<file path="config.mk">
export PLATFORM = sky130hd
export DESIGN_NAME = pvr_reg_file_flat
export DESIGN_NICKNAME = d
export VERILOG_FILES = /design/src/rtl/pvr_pkg.sv /design/src/rtl/pvr_bus_if.sv /design/src/rtl/pvr_reg_file.sv /design/src/flat_wrapper.sv
export SDC_FILE = /design/constraint.sdc
export NUM_CORES = 1
export LEC_CHECK = 0
export ABC_CLOCK_PERIOD_IN_PS = 1800
export BUFFER_PORTS_ARGS = -buffer_cell sky130_fd_sc_hd__clkbuf_2
export CORE_MARGIN = 2
export CORE_UTILIZATION = 59
export CTS_CLUSTER_SIZE = 10
export DETAILED_ROUTE_END_ITERATION = 7
export GPL_TIMING_DRIVEN = 0
export HOLD_SLACK_MARGIN = 0.06
export PLACE_DENSITY = 0.76
export SLEW_MARGIN = 25
export SYNTH_ARGS = -nofsm -noshare
export SYNTH_HDL_FRONTEND = slang
export SYNTH_SLANG_ARGS = --single-unit
export TNS_END_PERCENT = 30
</file>
<file path="constraint.sdc">
create_clock -name clock -period 1.8 [get_ports clock]
set_input_delay 0.27 -clock clock [delete_from_list [all_inputs] [get_ports clock]]
set_output_delay 0.27 -clock clock [all_outputs]
set_load 0.005 [all_outputs]
</file>
<file path="src/rtl/pvr_pkg.sv">
`default_nettype none

package pvr_pkg;

	parameter int REG_ADDR_W      = 16;   // host byte address
	parameter int REG_DATA_W      = 32;
	parameter int PAL_INDEX_W     = 10;   // 1024 palette words
	parameter int VRAM_REQ_ADDR_W = 24;   // client side, before truncation to the vram range
	parameter int LANE_SEL_BIT    = 22;   // upper 4MB half lives in the hi lane
	parameter int BURST_W         = 8;

	parameter logic [BURST_W-1:0] RA_BURST_LEN = 8'd1;   // region reader fetches single words

	// register map, byte addresses on the host bus
	parameter logic [REG_ADDR_W-1:0] ID_ADDR            = 16'h0000;   // ro device id
	parameter logic [REG_ADDR_W-1:0] REVISION_ADDR      = 16'h0004;   // ro revision
	parameter logic [REG_ADDR_W-1:0] SOFTRESET_ADDR     = 16'h0008;   // core and ta soft reset
	parameter logic [REG_ADDR_W-1:0] STARTRENDER_ADDR   = 16'h0014;   // drawing start
	parameter logic [REG_ADDR_W-1:0] FB_W_CTRL_ADDR     = 16'h0048;   // fb write control
	parameter logic [REG_ADDR_W-1:0] FB_X_CLIP_ADDR     = 16'h0068;   // pixel clip x
	parameter logic [REG_ADDR_W-1:0] FB_Y_CLIP_ADDR     = 16'h006C;   // pixel clip y
	parameter logic [REG_ADDR_W-1:0] ISP_BACKGND_D_ADDR = 16'h0088;   // background depth
	parameter logic [REG_ADDR_W-1:0] ISP_BACKGND_T_ADDR = 16'h008C;   // background tag
	parameter logic [REG_ADDR_W-1:0] TEXT_CONTROL_ADDR  = 16'h00E4;   // texturing control

	parameter logic [3:0] PAL_WINDOW_TAG = 4'h1;   // addr[15:12], covers 0x1000..0x1ffc

	parameter logic [REG_DATA_W-1:0] PVR_ID_VALUE       = 32'h17FD11DB;
	parameter logic [REG_DATA_W-1:0] PVR_REVISION_VALUE = 32'h00000011;

	// one 64-bit vram word, seen either as two parameter lanes or as one texel fetch
	typedef union packed {
		struct packed {
			logic [REG_DATA_W-1:0] hi;   // bits 63:32
			logic [REG_DATA_W-1:0] lo;   // bits 31:0
		} lanes;
		logic [2*REG_DATA_W-1:0] texel;
	} vram_word_u;

endpackage

`default_nettype wire

</file>
<file path="src/rtl/pvr_bus_if.sv">
`timescale 1ns/1ps
`default_nettype none

interface pvr_bus_if;

	logic                           cs;      // register block select
	logic [pvr_pkg::REG_ADDR_W-1:0] addr;    // byte address, also drives the read mux
	logic [pvr_pkg::REG_DATA_W-1:0] wdata;
	logic                           wr;      // write level, qualified by cs

	modport host (
		output cs, addr, wdata, wr
	);

	modport sink (
		input cs, addr, wdata, wr
	);

endinterface

`default_nettype wire

</file>
<file path="src/rtl/pvr_reg_file.sv">
`timescale 1ns/1ps
`default_nettype none

module pvr_reg_file (
	input  wire                            clock,
	input  wire                            reset_n,
	pvr_bus_if.sink                        bus,
	input  wire                            reg_we,      // write outside the palette window
	input  wire                            pal_sel,     // address falls in the palette window
	input  wire [pvr_pkg::REG_DATA_W-1:0]  pal_rdata,   // combinational palette word
	output logic [pvr_pkg::REG_DATA_W-1:0] pvr_dout
);

	logic [pvr_pkg::REG_DATA_W-1:0] softreset;       // core and ta soft reset
	logic [pvr_pkg::REG_DATA_W-1:0] startrender;     // drawing start
	logic [pvr_pkg::REG_DATA_W-1:0] fb_w_ctrl;       // fb write format
	logic [pvr_pkg::REG_DATA_W-1:0] fb_x_clip;
	logic [pvr_pkg::REG_DATA_W-1:0] fb_y_clip;
	logic [pvr_pkg::REG_DATA_W-1:0] isp_backgnd_d;   // background plane depth
	logic [pvr_pkg::REG_DATA_W-1:0] isp_backgnd_t;   // background plane tag
	logic [pvr_pkg::REG_DATA_W-1:0] text_control;    // texture stride and swap bits

	always_ff @(posedge clock or negedge reset_n) begin
		if (!reset_n) begin
			softreset     <= '0;
			startrender   <= '0;
			fb_w_ctrl     <= '0;
			fb_x_clip     <= '0;
			fb_y_clip     <= '0;
			isp_backgnd_d <= '0;
			isp_backgnd_t <= '0;
			text_control  <= '0;
		end else if (reg_we) begin
			case (bus.addr)
				pvr_pkg::SOFTRESET_ADDR:     softreset     <= bus.wdata;
				pvr_pkg::STARTRENDER_ADDR:   startrender   <= bus.wdata;
				pvr_pkg::FB_W_CTRL_ADDR:     fb_w_ctrl     <= bus.wdata;
				pvr_pkg::FB_X_CLIP_ADDR:     fb_x_clip     <= bus.wdata;
				pvr_pkg::FB_Y_CLIP_ADDR:     fb_y_clip     <= bus.wdata;
				pvr_pkg::ISP_BACKGND_D_ADDR: isp_backgnd_d <= bus.wdata;
				pvr_pkg::ISP_BACKGND_T_ADDR: isp_backgnd_t <= bus.wdata;
				pvr_pkg::TEXT_CONTROL_ADDR:  text_control  <= bus.wdata;
				default: ;   // id, revision and holes drop the write
			endcase
		end
	end

	// read mux follows the address level, result lands one edge later
	always_ff @(posedge clock) begin
		if (pal_sel) begin
			pvr_dout <= pal_rdata;
		end else begin
			case (bus.addr)
				pvr_pkg::ID_ADDR:            pvr_dout <= pvr_pkg::PVR_ID_VALUE;
				pvr_pkg::REVISION_ADDR:      pvr_dout <= pvr_pkg::PVR_REVISION_VALUE;
				pvr_pkg::SOFTRESET_ADDR:     pvr_dout <= softreset;
				pvr_pkg::STARTRENDER_ADDR:   pvr_dout <= startrender;
				pvr_pkg::FB_W_CTRL_ADDR:     pvr_dout <= fb_w_ctrl;
				pvr_pkg::FB_X_CLIP_ADDR:     pvr_dout <= fb_x_clip;
				pvr_pkg::FB_Y_CLIP_ADDR:     pvr_dout <= fb_y_clip;
				pvr_pkg::ISP_BACKGND_D_ADDR: pvr_dout <= isp_backgnd_d;
				pvr_pkg::ISP_BACKGND_T_ADDR: pvr_dout <= isp_backgnd_t;
				pvr_pkg::TEXT_CONTROL_ADDR:  pvr_dout <= text_control;
				default: ;   // unmapped, keep the last word
			endcase
		end
	end

endmodule

`default_nettype wire

</file>
<file path="src/flat_wrapper.sv">
// flat-port wrapper written by rule: the top's interface ports become plain ports
module pvr_reg_file_flat 
  (clock, reset_n, reg_we, pal_sel, pal_rdata, pvr_dout, bus_cs, bus_addr, bus_wdata, bus_wr);
  pvr_bus_if bus_i ();
  input  wire clock;
  input  wire reset_n;
  input  wire reg_we;
  input  wire pal_sel;
  input  wire [pvr_pkg::REG_DATA_W-1:0] pal_rdata;
  output logic [pvr_pkg::REG_DATA_W-1:0] pvr_dout;
  input wire logic [$bits(bus_i.cs)-1:0] bus_cs;
  input wire logic [$bits(bus_i.addr)-1:0] bus_addr;
  input wire logic [$bits(bus_i.wdata)-1:0] bus_wdata;
  input wire logic [$bits(bus_i.wr)-1:0] bus_wr;
  assign bus_i.cs = bus_cs;
  assign bus_i.addr = bus_addr;
  assign bus_i.wdata = bus_wdata;
  assign bus_i.wr = bus_wr;
  pvr_reg_file u_core (.clock(clock), .reset_n(reset_n), .bus(bus_i), .reg_we(reg_we), .pal_sel(pal_sel), .pal_rdata(pal_rdata), .pvr_dout(pvr_dout));
endmodule
</file>
Word-level counts from Yosys, hierarchy flattened --
Cells that the tools add are included.
Storage, ports and cells: flip-flop bits (word level) 288, output and inout port bits 32
Cells by class: equal/unequal tests 9, mux-type cells 2, reduce and logical (&&, ||, !) cells 10
Operators with widths (number):
- 32-bit one-hot mux with 10 select lines | 1
- 16-bit by 7-bit equality test with 1-bit output (second input constant) | 3
- 16-bit by 8-bit equality test with 1-bit output (second input constant) | 3
- 32-bit two-way mux | 1
- 16-bit by 3-bit equality test with 1-bit output (second input constant) | 1
- 16-bit by 4-bit equality test with 1-bit output (second input constant) | 1
- 16-bit by 5-bit equality test with 1-bit output (second input constant) | 1
- 16-bit zero test | 1
- 2-bit AND reduction | 8
- 11-bit nonzero test | 1

Longest topological paths before layout --
Gate-level depths: netlist of run 1.
depth after elaboration 3, depth in mapped cells 8, depth with buffers taken out 5

Least setup slack after synthesis of run 1 --
Ideal clock, no wire load.
kind input -> register, start input bus_addr[9], end register u_core.pvr_dout[12] in the netlist's numbering (data pin), data arrival time 1991 ps, setup slack -464 ps, stages 6, cells stage by stage or4_4 > buf_2 > nor4b_1 > o21a_1 > buf_2 > a32oi_1
Between the ends: cells in the longest elaborated chain, start to end 3
RTL lines:
- start, declared | line flat_wrapper.sv:12 | input wire logic [$bits(bus_i.addr)-1:0] bus_addr;
- 16-bit by 8-bit equality test with 1-bit output, or another cell as far along | line pvr_reg_file.sv:53 | case (bus.addr)
- 32-bit one-hot mux with 10 select lines (*) | line pvr_reg_file.sv:53
- 32-bit two-way mux (*) | line pvr_reg_file.sv:50 | if (pal_sel) begin
- end signal, assigned | line pvr_reg_file.sv:51 | pvr_dout <= pal_rdata;
- end signal, assigned | line pvr_reg_file.sv:54 | pvr_pkg::ID_ADDR: pvr_dout <= pvr_pkg::PVR_ID_VALUE;
- end signal, assigned | line pvr_reg_file.sv:55 | pvr_pkg::REVISION_ADDR: pvr_dout <= pvr_pkg::PVR_REVISION_VALUE;
- end, declared | line pvr_reg_file.sv:11 | output logic [pvr_pkg::REG_DATA_W-1:0] pvr_dout
Mark *: on every way between the ends. The rest lies on a longest branch, timed or not. A chain may end at the register's enable or synchronous reset.

Worst setup path in the final report of run 1 --
start input bus_addr[2], end register u_core.pvr_dout[0] in the netlist's numbering (data pin)
The elaborated chain is that of the path after synthesis.

==> results of run 1 <==
## metal layers
| layer | vias to the layer above | share of wire | wire length, um |
|---|---|---|---|
| met2 | 758 | 0.45 | 19600 |
| met1 | 4969 | 0.37 | 16100 |
| met4 | 2 | 0.065 | 2830 |
| met5 | - | 0.00025 | 11 |
| met3 | 237 | 0.11 | 5000 |
| li1 | 3890 | - | - |
## critical path, cell delays in order
cell and delay [ns]:
clkbuf_8 0.13, nor4bb_1 0.87, and4bb_4 0.46, clkbuf_8 0.25, a222oi_1 0.09, a31oi_1 0.28
## through the flow
step | area, um^2 | power [W] | TNS, ns | setup slack, ns | util
floorplan | 12800 | 0.00695 | -82.29 | -0.357 | -
global placement | 13800 | 0.00735 | -1517.01 | -4.77 | 0.650
detailed placement | 13900 | 0.00739 | -310.08 | -1.39 | 0.656
CTS | 15800 | 0.0135 | -1.83 | -0.0684 | 0.747
global route | 16500 | 0.0139 | -22.13 | -0.217 | 0.778
finish | 16500 | 0.0136 | -24.18 | -0.261 | 0.778
## repair_timing
item,in CTS,in global routing
hold endpoints to repair,44,0
gates cloned,5,6
pin swaps,20,37
resized for setup,135,110
setup endpoints to repair,314,236
hold buffers,4,0
setup buffers,43,16
## power by group
group	leakage (nW)	total (W)	internal (W)	switching [W]
Combinational	3.68	0.000730	0.000253	0.000477
Sequential	3.89	0.00666	0.00665	0.0000165
Clock	0.467	0.00625	0.00363	0.00263
## final timing paths
path | startpoint | endpoint | depth (start not counted)
setup reg to reg | u_core.softreset[23] | u_core.pvr_dout[23] | 4
max in group asynchronous | reset_n | u_core.softreset[30] | 4
min in group asynchronous | reset_n | u_core.fb_y_clip[19] | 2
hold / removal | pal_rdata[27] | u_core.pvr_dout[27] | 2
hold reg to reg | u_core.startrender[29] | u_core.startrender[29] | 1
setup / recovery | bus_addr[2] | u_core.pvr_dout[0] | 6
## cells by family (layout without fill, tap and decap cells)
group | Yosys count | after routing
other | 0 | 1
DFF | 288 | 288
muxes | 270 | 270
buffers and inverters | 82 | 319
and+or+nand+nor | 83 | 83
AOI/OAI and AO/OA | 169 | 170
## final cells by class
class	instances	area, um^2	share of cell area
Clock buffer	53	953	0.0579
Sequential cell	288	7370	0.447
Clock inverter	2	17.5	0.00106
Tap cell	275	344	0.0209
Timing Repair Buffer	190	1590	0.0963
Inverter	17	63.8	0.00387
Multi-Input combinational cell	523	5440	0.330
Buffer	57	699	0.0425
Antenna cell	1	2.50	0.000152
## cell usage in the layout (no fill, tap or decap), types with 3 or more instances in the layout
| cell | n |
|---|---|
| a211oi_1 | 5 |
| a221o_1 | 7 |
| a221oi_2 | 6 |
| a222oi_1 | 31 |
| a22o_1 | 32 |
| a22oi_1 | 34 |
| a32oi_1 | 16 |
| and2_1 | 4 |
| buf_12 | 22 |
| buf_16 | 5 |
| buf_2 | 5 |
| buf_4 | 48 |
| buf_6 | 24 |
| buf_8 | 8 |
| clkbuf_1 | 21 |
| clkbuf_16 | 44 |
| clkbuf_2 | 109 |
| clkbuf_4 | 3 |
| clkbuf_8 | 7 |
| dfrtp_1 | 256 |
| dlygate4sd3_1 | 4 |
| edfxtp_1 | 32 |
| inv_1 | 17 |
| mux2_1 | 24 |
| mux2_2 | 191 |
| mux2_4 | 41 |
| mux2i_1 | 14 |
| nand2_1 | 17 |
| nand3_1 | 3 |
| nand4_1 | 3 |
| nor2_1 | 9 |
| nor2b_1 | 4 |
| nor3_4 | 3 |
| nor4b_4 | 7 |
| o21ai_0 | 5 |
| o21ai_1 | 6 |
| o22ai_1 | 8 |
| o2bb2ai_1 | 4 |
| or4_4 | 3 |
| or4b_4 | 3 |
## registers in the layout, indices dropped and copies added (netlist names)
register	flops
u_core.text_control	32
u_core.fb_w_ctrl	32
u_core.fb_y_clip	32
u_core.startrender	32
u_core.pvr_dout	32
u_core.softreset	32
u_core.isp_backgnd_t	32
u_core.isp_backgnd_d	32
u_core.fb_x_clip	32
==> qor.yml, run 1 <==
status: "complete, but fails checks"
violations: "negative setup slack"
final.min_clock_period_ns: 2.06
die_w_um: 151
drive_gt1_frac: 0.495
max_slew_margin: 0.252
reg2reg_slack_ns: 0.10
syn_area_mm2: 0.0128
crit_path_end_kind: "flop"
fillCellCount: 1179
cp.arrival_ns: 2.36
criticalPathCategory: "in -> reg"
synth_edf_count: 32
fin_skew_ns: 0.0203
cts-root-buf: "clkbuf_16"
final_nets: 1198
instances_no_fill: 1406
coreArea_mm2: 0.0212
track_usage: 0.352
hold_violations: 0
maxCapViolations: 0
routed_wl_um: 43500
layout_setup_ws_ns: -0.261
synth_xor_area_frac: 0
routed-via-count: 9856
ys_types: 60
synth_compound_area_frac: 0.109
ys_seq_elements: 288
die_h_um: 151
cts_sinks: 288
die_area_mm2: 0.0228
synthArstFlopShare: 0.889
syn_inst: 892
avgSynthCellArea_um2: 14.3
htree_levels: 2
vdd_drop_max_mv: 0.733
synth.top_cells.by_count: "dfrtp_1 (256), mux2_2 (222), a22oi_1 (34), mux2_1 (34)"
grt_max_degree: 89
start_util: 0.603
path_clk_slew_ns: 0.05
vias_per_cell: 7.01
postRouteAntennaNets: 0
area_delta_synth_final_pct: 29.1
met2_usage: 0.550
synth_top_area_frac: 0.502
synthTopCellsByArea: "dfrtp_1 (50%), mux2_2 (20%), edfxtp_1 (7.5%)"
busiest_layer: "met2"
yosys_warnings: 0
min_period_over_period: 1.15
gr-total-overflow: 0
use_met1: 0.473
synthAdderAreaFrac: 0
cellLeakagePower_nw: 8.04
grt_pass1_vias: 9579
tritoncts: "done"
holdCritPathClass: "in -> reg"
ys.flop_type: "dfrtp_1"
ios: 118
fin_hold_ws_ns: 0.0709
rsz0062_at_grt: "true"
clk_latency_ns: 0.51
routedWlPerCell_um: 31.0
seq_area_frac_synth: 0.577
pwr_density_cell_mw_per_mm2: 829
mappedNetlistNets: 978
drcViolationCount: 0
rows: 53
critPathLaunchType: "primary input"
synthMuxAreaShare: 0.237
first_pass_iters: 6
antenna_found_initial: 2
gp_congestion: 0.894
drt_iter0_markers: 1365
use_met3: 0.0783
setup_violations: 259
critPathMaxFanout: 10
critical_path_required_ns: 2.10
dp_hpwl_um: 22700
worst_pin_slew_ns: 1.12
cts_buffers: 35
slew_viol_final: 0
io_buffers: 114
clock.fmax_mhz: 485
yosys.area_share.simple: 0.0472
synth_top_family_by_area: "multiplexers"
synth_top_cell_by_area: "dfrtp_1"
synth_most_common_cell: "dfrtp_1"
cts_buffer_depth: 3
placed_cells: 1284
grt_pass1_wl_um: 58300
Note: power is estimated with default switching activity, not from simulation.
==> run 2: changes to the inputs <==
--- a/config.mk
+++ b/config.mk
@@ -5,15 +5,15 @@
 export SDC_FILE = /design/constraint.sdc
 export NUM_CORES = 1
 export LEC_CHECK = 0
-export ABC_CLOCK_PERIOD_IN_PS = 1800
+export ABC_CLOCK_PERIOD_IN_PS = 2500
 export BUFFER_PORTS_ARGS = -buffer_cell sky130_fd_sc_hd__clkbuf_2
 export CORE_MARGIN = 2
-export CORE_UTILIZATION = 59
+export CORE_UTILIZATION = 62
 export CTS_CLUSTER_SIZE = 10
 export DETAILED_ROUTE_END_ITERATION = 7
 export GPL_TIMING_DRIVEN = 0
 export HOLD_SLACK_MARGIN = 0.06
-export PLACE_DENSITY = 0.76
+export PLACE_DENSITY = 0.8
 export SLEW_MARGIN = 25
 export SYNTH_ARGS = -nofsm -noshare
 export SYNTH_HDL_FRONTEND = slang
==> constraint.sdc (replaced) <==
create_clock -name clock -period 2.5 [get_ports clock]
set_input_delay 0.375 -clock clock [delete_from_list [all_inputs] [get_ports clock]]
set_output_delay 0.375 -clock clock [all_outputs]
set_load 0.005 [all_outputs]
==> qor.yml, run 2 (synthesis gave the netlist of run 1 again) <==
routed-via-count: 8865  # -10%
crit_path_end_kind: "flop"
htree_levels: 2  # unchanged
pwr_density_cell_mw_per_mm2: 658  # -21%
finalSetupTns_ns: 0  # +24.18 ns
hold_violations: 0  # unchanged
ios: 118  # unchanged
start_util: 0.631  # +0.0274
critPathLaunchType: "primary input"
clock.fmax_mhz: 400
cp.arrival_ns: 2.89  # +0.53 ns
fillCellCount: 1353  # +15%
grt_max_degree: 89  # unchanged
final_cell_area_mm2: 0.0149  # -9.3%
die_w_um: 147  # -2.4%
track_usage: 0.335  # -0.0172
coreArea_mm2: 0.0202  # -4.3%
worst_pin_slew_ns: 0.988  # -0.134 ns
dp_hpwl_um: 22500  # -1.0%
drive_gt1_frac: 0.421  # -0.0736
drt_iter0_markers: 994  # -27%
fin_skew_ns: 0.00834  # -0.0120 ns
tritoncts: "done"
fin_hold_ws_ns: 0.146  # +0.0756 ns
cts_sinks: 288  # unchanged
max_slew_margin: 0.341  # +0.0897
placed_area_mm2: 0.0138  # -0.59%
maxCapViolations: 0  # unchanged
grt_pass1_vias: 9082  # -5.2%
instances_no_fill: 1341  # -4.6%
cts_buffer_depth: 3  # unchanged
area_delta_synth_final_pct: 17.1
min_period_over_period: 0.999
gp_congestion: 0.927  # +3.7%
die_area_mm2: 0.0217  # -4.7%
finalPower_w: 0.00984  # -28%
vdd_drop_max_mv: 0.523  # -29%
clk_latency_ns: 0.52  # about the same
final_nets: 1137  # -5.1%
io_buffers: 114  # unchanged
status: "complete, no violations"
drcViolationCount: 0  # unchanged
holdCritPathClass: "in -> reg"
cellLeakagePower_nw: 7.34  # -8.7%
cts_buffers: 35  # unchanged
rows: 52  # -1.9%
final.min_clock_period_ns: 2.50
gr-total-overflow: 0  # unchanged
n_antenna_cell: 0  # -1
first_pass_iters: 7  # +1
die_h_um: 147  # -2.4%
critPathMaxFanout: 10  # unchanged
setup_violations: 0  # -100%
slew_viol_final: 0  # unchanged
grt_pass1_wl_um: 54000  # -7.4%
criticalPathCategory: "in -> reg"
vias_per_cell: 6.61  # -5.7%
routed_wl_um: 35700  # -18%
placed_cells: 1280  # -0.31%
postRouteAntennaNets: 0  # unchanged
cts-root-buf: "clkbuf_16"
critical_path_required_ns: 2.89  # +0.79 ns
final_common_cell: "dfrtp_1"
final_cell_mix: "dfrtp_1 (256), mux2_2 (222), clkbuf_2 (120), clkbuf_1 (38), clkbuf_16 (35)"
path_clk_slew_ns: 0.05  # about the same
antenna_found_initial: 1  # -1
routedWlPerCell_um: 26.7  # -14%
run 2: changes by cell type in the layout (fill, tap and decap cells not counted), sizes merged:
cell,before,now
buf,112,36
clkbuf,184,202
dlygate4sd3,4,1
inv,18,20
a31o,2,1
bufinv,0,1
diode,1,0
run 2: path summary, 6_finish.rpt:
check                      cells past startpoint  slack, ns                 endpoint                    from
min in group asynchronous                      2       0.27     u_core.fb_y_clip[20]                 reset_n
min                                            3       0.15      u_core.pvr_dout[15]           pal_rdata[15]
min reg2reg                                    1       0.49   u_core.startrender[21]  u_core.startrender[21]
max reg2reg                                    5       0.87      u_core.pvr_dout[16]    u_core.fb_x_clip[16]
max                                            7      0.002     u_core.softreset[10]             bus_addr[5]
max in group asynchronous                      4       1.21  u_core.isp_backgnd_t[7]                 reset_n
run 2: through the flow:
| stage | setup WS (ns) | utilization |
|---|---|---|
| 2_1_floorplan | 0.131 | - |
| 3_3_place_gp | -4.14 | 0.675 |
| 3_5_place_dp | -0.852 | 0.682 |
| 4_1_cts | -0.0495 | 0.734 |
| 5_1_grt | -0.0309 | 0.738 |
| 6_report | 0.00197 | 0.738 |
run 2: power breakdown:
group / switching [W] / internal (W)
Combinational: 0.000300 / 0.000138
Sequential: 0.0000108 / 0.00479
Clock: 0.00188 / 0.00272
Total: 0.00219 / 0.00765
run 2: critical path, stage by stage:
cell	delay, ns
clkbuf_2	0.17
clkbuf_1	0.31
or2_2	0.43
nor3_4	0.58
nand3_1	0.35
buf_2	0.35
mux2_2	0.32
run 2: metal layers:
metal / routed length [um] / global-route usage / vias to the layer above
li1: - / - / 3758
met1: 14300 / 0.462 / 4559
met2: 16800 / 0.515 / 461
met3: 3530 / 0.0917 / 87
met4: 1100 / 0.126 / 0
met5: 0 / 0 / -
run 2: timing repair:
action / CTS / global route
pin swaps: 0 / 2
hold buffers: 1 / 0
setup endpoints to repair: 152 / 64
hold endpoints to repair: 168 / 0
buffers inserted: 1 / 5
gates resized for setup: 14 / 22
run 2: area by class of cell:
class	count	area (um^2)	area share
Inverter	17	63.8	0.00427
Buffer	62	334	0.0224
Timing Repair Buffer	125	724	0.0485
Clock buffer	52	950	0.0636
Tap cell	270	338	0.0226
Multi-Input combinational cell	522	5100	0.342
Clock inverter	5	61.3	0.00410
Sequential cell	288	7370	0.493
