<file path="config.mk">
export PLATFORM = sky130hd
export DESIGN_NAME = vram_port_mux_flat
export DESIGN_NICKNAME = d
export VERILOG_FILES = /design/src/rtl/pvr_pkg.sv /design/src/rtl/vram_client_if.sv /design/src/rtl/vram_port_mux.sv /design/src/flat_wrapper.sv
export SDC_FILE = /design/constraint.sdc
export NUM_CORES = 1
export LEC_CHECK = 0
export ABC_CLOCK_PERIOD_IN_PS = 1200
export CAP_MARGIN = 0
export CORE_AREA = 8 8 145 147
export DETAILED_ROUTE_END_ITERATION = 7
export DIE_AREA = 0 0 153 155
export DONT_BUFFER_PORTS = 1
export PLACE_DENSITY = 0.3
export SLEW_MARGIN = 30
export SYNTH_ARGS = -nofsm -noshare
export SYNTH_HDL_FRONTEND = slang
export SYNTH_SLANG_ARGS = --single-unit
export TNS_END_PERCENT = 1
</file>
<file path="constraint.sdc">
create_clock -name vclk -period 1.2
set_input_delay 0.06 -clock vclk [all_inputs]
set_output_delay 0.06 -clock vclk [all_outputs]
set_load 0.05 [all_outputs]
</file>
<file path="src/rtl/pvr_pkg.sv">
`default_nettype none

package pvr_pkg;

	parameter int REG_ADDR_W      = 16;   // host byte address
	parameter int REG_DATA_W      = 32;
	parameter int PAL_INDEX_W     = 10;   // 1024 palette words
	parameter int VRAM_REQ_ADDR_W = 24;   // client side, before truncation to the vram range
	parameter int LANE_SEL_BIT    = 22;   // upper 4MB half lives in the hi lane
	parameter int BURST_W         = 8;

	parameter logic [BURST_W-1:0] RA_BURST_LEN = 8'd1;   // region reader fetches single words

	// register map, byte addresses on the host bus
	parameter logic [REG_ADDR_W-1:0] ID_ADDR            = 16'h0000;   // ro device id
	parameter logic [REG_ADDR_W-1:0] REVISION_ADDR      = 16'h0004;   // ro revision
	parameter logic [REG_ADDR_W-1:0] SOFTRESET_ADDR     = 16'h0008;   // core and ta soft reset
	parameter logic [REG_ADDR_W-1:0] STARTRENDER_ADDR   = 16'h0014;   // drawing start
	parameter logic [REG_ADDR_W-1:0] FB_W_CTRL_ADDR     = 16'h0048;   // fb write control
	parameter logic [REG_ADDR_W-1:0] FB_X_CLIP_ADDR     = 16'h0068;   // pixel clip x
	parameter logic [REG_ADDR_W-1:0] FB_Y_CLIP_ADDR     = 16'h006C;   // pixel clip y
	parameter logic [REG_ADDR_W-1:0] ISP_BACKGND_D_ADDR = 16'h0088;   // background depth
	parameter logic [REG_ADDR_W-1:0] ISP_BACKGND_T_ADDR = 16'h008C;   // background tag
	parameter logic [REG_ADDR_W-1:0] TEXT_CONTROL_ADDR  = 16'h00E4;   // texturing control

	parameter logic [3:0] PAL_WINDOW_TAG = 4'h1;   // addr[15:12], covers 0x1000..0x1ffc

	parameter logic [REG_DATA_W-1:0] PVR_ID_VALUE       = 32'h17FD11DB;
	parameter logic [REG_DATA_W-1:0] PVR_REVISION_VALUE = 32'h00000011;

	// one 64-bit vram word, seen either as two parameter lanes or as one texel fetch
	typedef union packed {
		struct packed {
			logic [REG_DATA_W-1:0] hi;   // bits 63:32
			logic [REG_DATA_W-1:0] lo;   // bits 31:0
		} lanes;
		logic [2*REG_DATA_W-1:0] texel;
	} vram_word_u;

endpackage

`default_nettype wire

</file>
<file path="src/rtl/vram_client_if.sv">
`timescale 1ns/1ps
`default_nettype none

interface vram_client_if;

	logic                                rd;      // read strobe toward vram
	logic                                wr;      // write strobe toward vram
	logic [pvr_pkg::VRAM_REQ_ADDR_W-1:0] addr;    // full request address, bit 22 picks the lane
	logic [pvr_pkg::REG_DATA_W-1:0]      wdata;
	logic [pvr_pkg::REG_DATA_W-1:0]      rdata;   // 32-bit lane cut from the vram word

	// requester side
	modport client (
		output rd, wr, addr, wdata,
		input  rdata
	);

	// the shared vram port
	modport port (
		input  rd, wr, addr, wdata,
		output rdata
	);

endinterface

`default_nettype wire

</file>
<file path="src/rtl/vram_port_mux.sv">
`timescale 1ns/1ps
`default_nettype none

module vram_port_mux #(
	parameter int VRAM_ADDR_W = 22   // physical vram address width, 20..24
) (
	vram_client_if.port                    ra,
	vram_client_if.port                    isp,
	input  wire [pvr_pkg::BURST_W-1:0]     isp_burst_cnt,
	input  wire                            isp_owns,          // 0 = region reader has the port
	input  wire                            param_word_swap,   // flips the lane choice
	input  wire                            tex_word_swap,     // exchanges texel halves
	output logic                           vram_rd,
	output logic                           vram_wr,
	output logic [VRAM_ADDR_W-1:0]         vram_addr,
	output logic [pvr_pkg::BURST_W-1:0]    vram_burst_cnt,
	output logic [pvr_pkg::REG_DATA_W-1:0] vram_dout,
	input  wire pvr_pkg::vram_word_u       vram_din,
	output pvr_pkg::vram_word_u            tex_rdata
);

	// lane for one client, bit 22 selects the upper half unless swapped
	function automatic logic [pvr_pkg::REG_DATA_W-1:0] pick_lane(
		input logic [pvr_pkg::VRAM_REQ_ADDR_W-1:0] addr,
		input logic                                swap,
		input pvr_pkg::vram_word_u                 word
	);
		return (addr[pvr_pkg::LANE_SEL_BIT] ^ swap) ? word.lanes.hi : word.lanes.lo;
	endfunction

	// request side, owner goes straight through
	assign vram_rd        = isp_owns ? isp.rd : ra.rd;
	assign vram_wr        = isp_owns ? isp.wr : ra.wr;
	assign vram_addr      = isp_owns ? isp.addr[VRAM_ADDR_W-1:0] : ra.addr[VRAM_ADDR_W-1:0];
	assign vram_burst_cnt = isp_owns ? isp_burst_cnt : pvr_pkg::RA_BURST_LEN;
	assign vram_dout      = isp_owns ? isp.wdata : ra.wdata;

	// read side, both clients see the bus, each picks its own lane
	assign ra.rdata  = pick_lane(ra.addr, param_word_swap, vram_din);
	assign isp.rdata = pick_lane(isp.addr, param_word_swap, vram_din);

	assign tex_rdata = tex_word_swap ? {vram_din.lanes.lo, vram_din.lanes.hi} : vram_din.texel;

endmodule

`default_nettype wire
</file>
<file path="src/flat_wrapper.sv">
// flat-port wrapper written by rule: the top's interface ports become plain ports
module vram_port_mux_flat 
#(
	parameter int VRAM_ADDR_W = 22                                         
)
  (isp_burst_cnt, isp_owns, param_word_swap, tex_word_swap, vram_rd, vram_wr, vram_addr, vram_burst_cnt, vram_dout, vram_din, tex_rdata, ra_rd, ra_wr, ra_addr, ra_wdata, ra_rdata, isp_rd, isp_wr, isp_addr, isp_wdata, isp_rdata);
  vram_client_if ra_i ();
  vram_client_if isp_i ();
  input  wire [pvr_pkg::BURST_W-1:0] isp_burst_cnt;
  input  wire isp_owns;
  input  wire param_word_swap;
  input  wire tex_word_swap;
  output logic vram_rd;
  output logic vram_wr;
  output logic [VRAM_ADDR_W-1:0] vram_addr;
  output logic [pvr_pkg::BURST_W-1:0] vram_burst_cnt;
  output logic [pvr_pkg::REG_DATA_W-1:0] vram_dout;
  input  wire pvr_pkg::vram_word_u vram_din;
  output pvr_pkg::vram_word_u tex_rdata;
  input wire logic [$bits(ra_i.rd)-1:0] ra_rd;
  input wire logic [$bits(ra_i.wr)-1:0] ra_wr;
  input wire logic [$bits(ra_i.addr)-1:0] ra_addr;
  input wire logic [$bits(ra_i.wdata)-1:0] ra_wdata;
  output wire logic [$bits(ra_i.rdata)-1:0] ra_rdata;
  input wire logic [$bits(isp_i.rd)-1:0] isp_rd;
  input wire logic [$bits(isp_i.wr)-1:0] isp_wr;
  input wire logic [$bits(isp_i.addr)-1:0] isp_addr;
  input wire logic [$bits(isp_i.wdata)-1:0] isp_wdata;
  output wire logic [$bits(isp_i.rdata)-1:0] isp_rdata;
  assign ra_i.rd = ra_rd;
  assign ra_i.wr = ra_wr;
  assign ra_i.addr = ra_addr;
  assign ra_i.wdata = ra_wdata;
  assign ra_rdata = ra_i.rdata;
  assign isp_i.rd = isp_rd;
  assign isp_i.wr = isp_wr;
  assign isp_i.addr = isp_addr;
  assign isp_i.wdata = isp_wdata;
  assign isp_rdata = isp_i.rdata;
  vram_port_mux #(.VRAM_ADDR_W(VRAM_ADDR_W)) u_core (.ra(ra_i), .isp(isp_i), .isp_burst_cnt(isp_burst_cnt), .isp_owns(isp_owns), .param_word_swap(param_word_swap), .tex_word_swap(tex_word_swap), .vram_rd(vram_rd), .vram_wr(vram_wr), .vram_addr(vram_addr), .vram_burst_cnt(vram_burst_cnt), .vram_dout(vram_dout), .vram_din(vram_din), .tex_rdata(tex_rdata));
endmodule
</file>
* After elaboration in Yosys (flattened, before gate mapping)
Cells that the tools add are included.
** Cells by class
- Multiplexer cells :: 8
- Bitwise gates (word level) :: 2
** Operator list (number)
- $mux 32 :: 3
- $mux 64 :: 1
- $mux 22 :: 1
- $mux 8 :: 1
- $mux 1 :: 2
- $xor 1x1->1 :: 2
** Storage, ports and cells
- Bits in registers :: 0
- Logic and storage cells :: 10
- Output and inout bits :: 192
- Bits of input ports :: 191

* Depth between registers and ports, before layout
Gate-level depths: netlist of run 1.
- Depth after elaboration :: 2
- Mapped depth :: 3
- Mapped depth without buffers :: 2

* Least setup slack after synthesis of run 1
No wires, ideal clock.
- Path type :: in2out
- From :: in isp_owns
- To :: out vram_addr[17]
- Setup slack :: 0.198 ns
- Buffers on the path :: 2
- Stages on the path :: 3
- Required time :: 1.140 ns
- Data arrival time :: 0.942 ns
- Cell sequence :: buf_2 -> clkbuf_1 -> mux2_2
** Between the ends
- Cells in the longest elaborated chain, start to end :: 1
** Ends and longest elaborated chain
- from (decl) :: RTL line flat_wrapper.sv:10 : input wire isp_owns;
- $mux 22 :: RTL line vram_port_mux.sv:34 : assign vram_addr = isp_owns ? isp.addr[VRAM_ADDR_W-1:0] : ra.addr[VRAM_ADDR_W-1:0];
- to (decl) :: RTL line flat_wrapper.sv:15 : output logic [VRAM_ADDR_W-1:0] vram_addr;
Every way passes these cells.

* Final worst setup path of run 1
- From :: in param_word_swap
- To :: out ra_rdata[6]
** Between the ends
- Cells in the longest elaborated chain, start to end :: 2
** Ends and longest elaborated chain
- from (decl) :: RTL line flat_wrapper.sv:11 : input wire param_word_swap;
- $xor 1x1->1 :: RTL line vram_port_mux.sv:28 : return (addr[pvr_pkg::LANE_SEL_BIT] ^ swap) ? word.lanes.hi : word.lanes.lo;
- $mux 32 :: RTL line vram_port_mux.sv:28
- to (decl) :: RTL line flat_wrapper.sv:24 : output wire logic [$bits(ra_i.rdata)-1:0] ra_rdata;
Every way passes these cells.

==> results of run 1 <==
==> worst max-delay path: stages <==
cell	delay (ns)
sky130_fd_sc_hd__xnor2_4	0.18
sky130_fd_sc_hd__buf_4	0.31
sky130_fd_sc_hd__mux2_4	0.42
==> layout by cell type (no fill, tap or decap), drive strengths merged <==
cell and count:
and2 7, xnor2 2, buf 4, mux2 184, nand2b 1
==> metal layers <==
layer  GRT usage, %  up-vias  wire (microns)
met3          5.603        2            1934
met1          6.297      844            3067
met2          16.29      228            6080
met4         0.6126        0              85
met5              0        -               0
li1               -      781               -
==> metrics by stage <==
stage / utilization, % / setup slack (ns) / std cells / hold WS, ns / instance area [sq um]
2_1_floorplan: - / 0.1984 / 214 / 0.3424 / 2516
3_3_place_gp: 14.54 / 0.1332 / 436 / 0.3481 / 2755
3_5_place_dp: 14.54 / 0.1387 / 436 / 0.3465 / 2755
4_1_cts: 14.54 / 0.1387 / 436 / 0.3465 / 2755
5_1_grt: 14.54 / 0.1180 / 436 / 0.3480 / 2755
6_report: 14.54 / 0.1553 / 436 / 0.3458 / 2755
==> worst max path at each step <==
stage / from / end / slack [ns] / depth (start not counted)
finish: param_word_swap / ra_rdata[6] / 0.16 / 3
global route: param_word_swap / ra_rdata[6] / 0.12 / 3
CTS: param_word_swap / ra_rdata[6] / 0.14 / 3
detailed placement: param_word_swap / ra_rdata[6] / 0.14 / 3
global placement: param_word_swap / ra_rdata[6] / 0.13 / 3
floorplan: isp_owns / vram_addr[17] / 0.20 / 3
==> layout make-up <==
| class | instances | area, sq um | area share (%) |
|---|---|---|---|
| tap | 238 | 297.8 | 10.81 |
| multi-input combinational | 194 | 2402 | 87.19 |
| timing repair buffer | 4 | 55.05 | 1.998 |
==> logic make-up after synthesis <==
kind of cell	share of synthesized area (%)
XOR/XNOR	1.293
multiplexers	91.30
buffers and inverters	5.420
AND/OR/NAND/NOR	1.989
==> power by group <==
group	internal, mW	switching, mW	total (mW)
sequential	0	0	0
clock	0	0	0
combinational	0.773	2.40	3.17
==> impl_metrics.csv, run 1 <==
group,metric,value,unit
run_status,outcome,"completed",
yosys,synth_area,2516,sq um
grt,grt_first_pass_wirelength,15410,microns
yosys,synth_seq_area_share,0,%
detailed_routing,drc,0,
timing,final_period_minus_worst_setup_slack,1.045,ns
floorplanning,initial_util,13.28,%
grt,number_of_global_route_vias_before_repair,2135,
detailed_routing,routed_wl,11170,microns
floorplanning,floorplan.io_pins,383,
yosys,yosys.cell_types.count,8,
hold_path,worst_hold_path_type,"in2out",
detailed_routing,vias,1855,
timing,post-route-period-util,87.06,%
worst_setup_path,worst_setup_sp_type,"primary input",
detailed_routing,final_antenna_net_count,0,
yosys,synth_area_per_cell,11.76,sq um
hold_path,min_delay_path_depth,1,
yosys,netlist_top_cells_area,"sky130_fd_sc_hd__mux2_2 (55%), sky130_fd_sc_hd__mux2_4 (36%), sky130_fd_sc_hd__buf_6 (2.7%), sky130_fd_sc_hd__buf_2 (2.6%), sky130_fd_sc_hd__and2_1 (1.7%)",
layout,antennaDiodeCount,0,
yosys,yosysTopAreaCell,"sky130_fd_sc_hd__mux2_2",
clocking,hold_buffers,0,
clocking,post_cts_buffers,0,
yosys,synth.net_count,405,
yosys,leading_post_synthesis_cells_by_instance_count,"sky130_fd_sc_hd__mux2_2 (124), sky130_fd_sc_hd__mux2_4 (60), sky130_fd_sc_hd__buf_2 (13)",
layout,area.growth.synth_to_final,9.498,%
timing,timing.final.setup_violations,0,
layout,n_fill_cell,2104,
place,dp_hpwl,10170,microns
clocking,ctsResizeCount,0,
layout,layout-drive-gt1-share,95.96,%
worst_setup_path,crit_required,1.14,ns
worst_setup_path,worst-endpoint-arrival,0.98,ns
timing,grt_setup_unrepaired,"no",
detailed_routing,avgRoutedWirePerCell,25.61,microns
timing,final_slew_violations,0,
detailed_routing,drt_first_pass_iters,4,
worst_setup_path,cp-end-kind,"output port",
hold_path,hold_path.startpoint,"vram_din[7]",
grt,grt_max_degree,65,
grt,grt_antenna_before_repair,0,
grt,grt-ovfl-total,0,
timing,tns,0,ns
grt,track_usage,8.025,%
floorplanning,die-area,23720,sq um
timing,slew_margin_rel,65.43,%
layout,n_clock_buffer,0,
place,place_congestion,0.7233,
layout,n_sequential_cell,0,
power_and_ir_drop,p_per_area,1151,nW/um^2
place,port_buffers,0,
detailed_routing,drc_violation_total_after_the_first_tritonroute_iteration,46,
timing,maximum_achievable_frequency,957.2,MHz
hold_path,min_delay_worst_endpoint,"isp_rdata[7]",
floorplanning,design.core.area,18950,sq um
layout,finalNetCount,391,
power_and_ir_drop,peakVddDrop,372.1,uV
yosys,yosys.cell_count.top_type,"sky130_fd_sc_hd__mux2_2",
yosys,synth_cells,214,
floorplanning,die_y,155,microns
power_and_ir_drop,power,3.172,mW
timing,final-hold-violation-count,0,
detailed_routing,viasPerCell,4.255,
floorplanning,die_w,153,microns
floorplanning,site_row_count,51,
yosys,ys_warn_count,0,
worst_setup_path,worst-path-max-fanout,13,
timing,timing_worst_slew_pin_value,0.5206,ns
power_and_ir_drop,power.leakage,1.046,nW
worst_setup_path,crit_type,"in2out",
layout,regArea,0,sq um
run,max_cap_check_violation_count,0,
yosys,synth_largest_type_area_fraction,55.49,%
Note: power is estimated with default switching activity, not from simulation.
==> run 2, diff against run 1 <==
- CORE_AREA: 8 8 145 147 -> 8 8 141 143
- DIE_AREA: 0 0 153 155 -> 0 0 149 151
- PLACE_DENSITY: 0.3 -> 0.31
==> impl_metrics.csv, run 2 (synthesized netlist as in run 1, its figures left out) <==
group,metric,value,unit
run_status,outcome,"completed",
detailed_routing,avgRoutedWirePerCell,26.36,microns
detailed_routing,drc_violation_total_after_the_first_tritonroute_iteration,33,
clocking,ctsResizeCount,0,
timing,layout_setup_ws,0.1489,ns
detailed_routing,drc,0,
floorplanning,die_y,151,microns
worst_setup_path,crit_required,1.14,ns
detailed_routing,viasPerCell,4.296,
power_and_ir_drop,fraction_of_power_spent_switching_nets,75.38,%
timing,maximum_achievable_frequency,951.4,MHz
layout,antennaDiodeCount,0,
power_and_ir_drop,net-switching-power,2.401,mW
layout,n_clock_buffer,0,
detailed_routing,routed_wl,11310,microns
timing,final-hold-violation-count,0,
layout,layout.cells.most_common_list,"sky130_fd_sc_hd__mux2_2 (124), sky130_fd_sc_hd__mux2_4 (60), sky130_fd_sc_hd__and2_1 (7), sky130_fd_sc_hd__buf_4 (3), sky130_fd_sc_hd__buf_12 (3)",
floorplanning,die-area,22500,sq um
floorplanning,die_w,149,microns
layout,n_sequential_cell,0,
power_and_ir_drop,pwr-share-clk,0,%
power_and_ir_drop,comb_power_share,100.0,%
floorplanning,design.core.area,17660,sq um
floorplanning,initial_util,14.25,%
hold_path,worst_hold_path_type,"in2out",
place,place_congestion,0.7249,
power_and_ir_drop,p_per_area,1149,nW/um^2
power_and_ir_drop,peakVddDrop,366.2,uV
detailed_routing,final_antenna_net_count,0,
layout,layout.cells.most_common,"sky130_fd_sc_hd__mux2_2",
floorplanning,floorplan.io_pins,383,
worst_setup_path,worst-endpoint-arrival,0.99,ns
timing,timing.final.setup_violations,0,
timing,timing_worst_slew_pin_value,0.5516,ns
grt,grt-ovfl-total,0,
place,port_buffers,0,
place,dp_hpwl,10330,microns
layout,final_design_area_no_fill,2771,sq um
run,max_cap_check_violation_count,0,
timing,post-route-period-util,87.59,%
power_and_ir_drop,power.leakage,1.061,nW
timing,final_period_minus_worst_setup_slack,1.051,ns
grt,grt_antenna_before_repair,0,
grt,grt_first_pass_wirelength,14180,microns
grt,track_usage,8.037,%
grt,number_of_global_route_vias_before_repair,2149,
clocking,post_cts_buffers,0,
layout,regArea,0,sq um
layout,area.growth.synth_to_final,10.14,%
timing,final_slew_violations,0,
detailed_routing,drt_first_pass_iters,3,
worst_setup_path,crit_type,"in2out",
timing,tns,0,ns
worst_setup_path,worst-path-max-fanout,22,
worst_setup_path,worst_setup_sp_type,"primary input",
place,dpl_cell_area,2771,sq um
power_and_ir_drop,p_int,784.2,uW
worst_setup_path,cp-end-kind,"output port",
floorplanning,site_row_count,49,
clocking,hold_buffers,0,
detailed_routing,vias,1843,
grt,grt_max_degree,65,
timing,grt_setup_unrepaired,"no",
place,dpl_worst_slack,0.1258,ns
power_and_ir_drop,sequentialPowerShare,0,%
layout,finalNetCount,393,
layout,layout-drive-gt1-share,96.00,%
timing,slew_margin_rel,63.48,%
==> run 2: cell types whose count changed in the layout (fill, tap and decap cells not counted), sizes merged <==
cell / before / now
buf: 4 / 6
==> run 2: path summary, 6_finish.rpt <==
check | slack, ns | start | endpoint | cells after the start
min | 0.35 | vram_din[17] | ra_rdata[17] | 1
max | 0.15 | param_word_swap | ra_rdata[4] | 3
==> run 2: cell type report <==
class / instances / area (sq um)
fill: 1942 / 14890
multi-input combinational: 194 / 2402
tap: 229 / 286.5
timing repair buffer: 6 / 82.58
==> run 2: critical path, stage by stage <==
cell and delay, ns:
sky130_fd_sc_hd__xnor2_4 0.25, sky130_fd_sc_hd__buf_12 0.25, sky130_fd_sc_hd__mux2_4 0.41
==> run 2: power groups by stage <==
stage | combinational (mW) | clock (mW) | sequential [mW]
floorplan | 3.07 | 0 | 0
global placement | 3.25 | 0 | 0
detailed placement | 3.22 | 0 | 0
CTS | 3.23 | 0 | 0
global route | 3.27 | 0 | 0
finish | 3.18 | 0 | 0
==> run 2: routing by layer <==
| metal | track usage [%] | vias up | part of all wire (%) |
|---|---|---|---|
| met5 | 0 | - | 0 |
| met1 | 7.015 | 853 | 29 |
| met4 | 0.2019 | 0 | 0.24 |
| met3 | 2.928 | 2 | 13 |
| met2 | 17.53 | 207 | 58 |
| li1 | - | 781 | - |
==> run 2: through the flow <==
step,power (mW),util (%),hold slack (ns),std cells
floorplan,3.068,-,0.3424,214
global placement,3.247,15.70,0.3486,429
detailed placement,3.218,15.70,0.3463,429
CTS,3.228,15.70,0.3469,429
global route,3.266,15.70,0.3482,429
finish,3.185,15.70,0.3456,429
==> run 3, diff against run 2 <==
- CORE_AREA: 8 8 141 143 -> 2 2 147 149
- PLACE_DENSITY: 0.31 -> 0.3
==> impl_metrics.csv, run 3 (synthesized netlist as in run 1, its figures left out) <==
group,metric,value,unit
run_status,outcome,"completed",
power_and_ir_drop,power,3.161,mW
layout,layout.cells.most_common_list,"sky130_fd_sc_hd__mux2_2 (124), sky130_fd_sc_hd__mux2_4 (60), sky130_fd_sc_hd__and2_1 (7), sky130_fd_sc_hd__buf_12 (3), sky130_fd_sc_hd__xnor2_4 (2)",
worst_setup_path,timing.critical_path.slowest_cell_delay,0.41,ns
power_and_ir_drop,p_per_area,1120,nW/um^2
worst_setup_path,crit_type,"in2out",
run,max_cap_check_violation_count,0,
clocking,post_cts_buffers,0,
power_and_ir_drop,power.leakage,1.051,nW
power_and_ir_drop,net-switching-power,2.380,mW
layout,layout-drive-gt1-share,95.96,%
floorplanning,floorplan.io_pins,383,
power_and_ir_drop,pwr-share-clk,0,%
worst_setup_path,cpMaxStageDelayCell,"sky130_fd_sc_hd__mux2_4",
grt,grt_first_pass_wirelength,11430,microns
timing,grt_setup_unrepaired,"no",
layout,n_clock_buffer,0,
detailed_routing,vias,1824,
power_and_ir_drop,p_int,780.3,uW
worst_setup_path,crit_chain,"xnor2_4 -> buf_12 -> mux2_4",
place,dp_hpwl,8144,microns
timing,slew_margin_rel,65.79,%
timing,timing.final.setup_violations,0,
detailed_routing,drc,0,
layout,regArea,0,sq um
place,port_buffers,0,
floorplanning,die_w,149,microns
timing,final_slew_violations,0,
floorplanning,initial_util,12.08,%
layout,layout.cells.most_common,"sky130_fd_sc_hd__mux2_2",
timing,post-route-period-util,85.97,%
detailed_routing,routed_wl,9266,microns
detailed_routing,drt_first_pass_iters,4,
worst_setup_path,path_delay_family,"multiplexers",
place,dpl_cell_area,2814,sq um
worst_setup_path,crit_path_buffers_inverters,1,
power_and_ir_drop,peakVddDrop,302.2,uV
floorplanning,die-area,22500,sq um
worst_setup_path,worst-endpoint-arrival,0.97,ns
clocking,ctsResizeCount,0,
clocking,hold_buffers,0,
grt,grt-ovfl-total,0,
layout,final_design_area_no_fill,2821,sq um
layout,area.growth.synth_to_final,12.13,%
hold_path,worst_hold_path_type,"in2out",
power_and_ir_drop,fraction_of_power_spent_switching_nets,75.31,%
floorplanning,die_y,151,microns
grt,number_of_global_route_vias_before_repair,1770,
timing,tns,0,ns
timing,maximum_achievable_frequency,969.3,MHz
floorplanning,design.core.area,20820,sq um
timing,final_period_minus_worst_setup_slack,1.032,ns
layout,n_fill_cell,2374,
power_and_ir_drop,comb_power_share,100.0,%
grt,grt_max_degree,65,
worst_setup_path,worst_setup_sp_type,"primary input",
floorplanning,site_row_count,53,
worst_setup_path,cp-end-kind,"output port",
worst_setup_path,crit_required,1.14,ns
timing,final-hold-violation-count,0,
detailed_routing,drc_violation_total_after_the_first_tritonroute_iteration,20,
detailed_routing,viasPerCell,3.832,
grt,track_usage,6.566,%
power_and_ir_drop,sequentialPowerShare,0,%
layout,n_sequential_cell,0,
worst_setup_path,worst-path-max-fanout,22,
timing,timing_worst_slew_pin_value,0.5153,ns
grt,grt_antenna_before_repair,3,
layout,finalNetCount,391,
layout,multi_input_area,2402,sq um
detailed_routing,avgRoutedWirePerCell,19.47,microns
detailed_routing,final_antenna_net_count,0,
place,place_congestion,0.8958,
run 3: final cells by class:
class / count / share of cell area, %
Multi-Input combinational cell: 194 / 85.14
Timing Repair Buffer: 4 / 2.395
Antenna cell: 3 / 0.2661
Tap cell: 275 / 12.20
run 3: through the flow:
step / worst slack, ns / utilization [%] / cells / hold WS (ns)
after CTS: 0.1547 / 13.51 / 473 / 0.3439
after floorplan: 0.1984 / - / 214 / 0.3424
after detailed placement: 0.1568 / 13.51 / 473 / 0.3439
final: 0.1683 / 13.55 / 476 / 0.3435
after global placement: 0.1566 / 13.51 / 473 / 0.3453
after global routing: 0.1443 / 13.55 / 476 / 0.3467
run 3: final timing paths:
path                             from            end  slack (ns)  cells past startpoint
worst min-delay path     vram_din[13]   ra_rdata[13]        0.34                      1
worst max-delay path  param_word_swap  isp_rdata[15]        0.17                      3
run 3: routing by layer:
metal  wire length (microns)  global-route usage, %  vias up  part of all wire (%)
met5                     125                  4.091        -                   1.3
met4                      44                 0.2857        2                  0.47
met3                     863                  2.620        4                   9.3
met2                    4680                  11.29      154                    51
met1                    3552                  7.811      879                    38
li1                        -                      -      785                     -
run 3: power groups by stage:
stage,registers (mW),clock network (mW),logic (mW)
2_1_floorplan,0,0,3.07
3_3_place_gp,0,0,3.21
3_5_place_dp,0,0,3.18
4_1_cts,0,0,3.19
5_1_grt,0,0.000000335,3.23
6_report,0,0.000000336,3.16
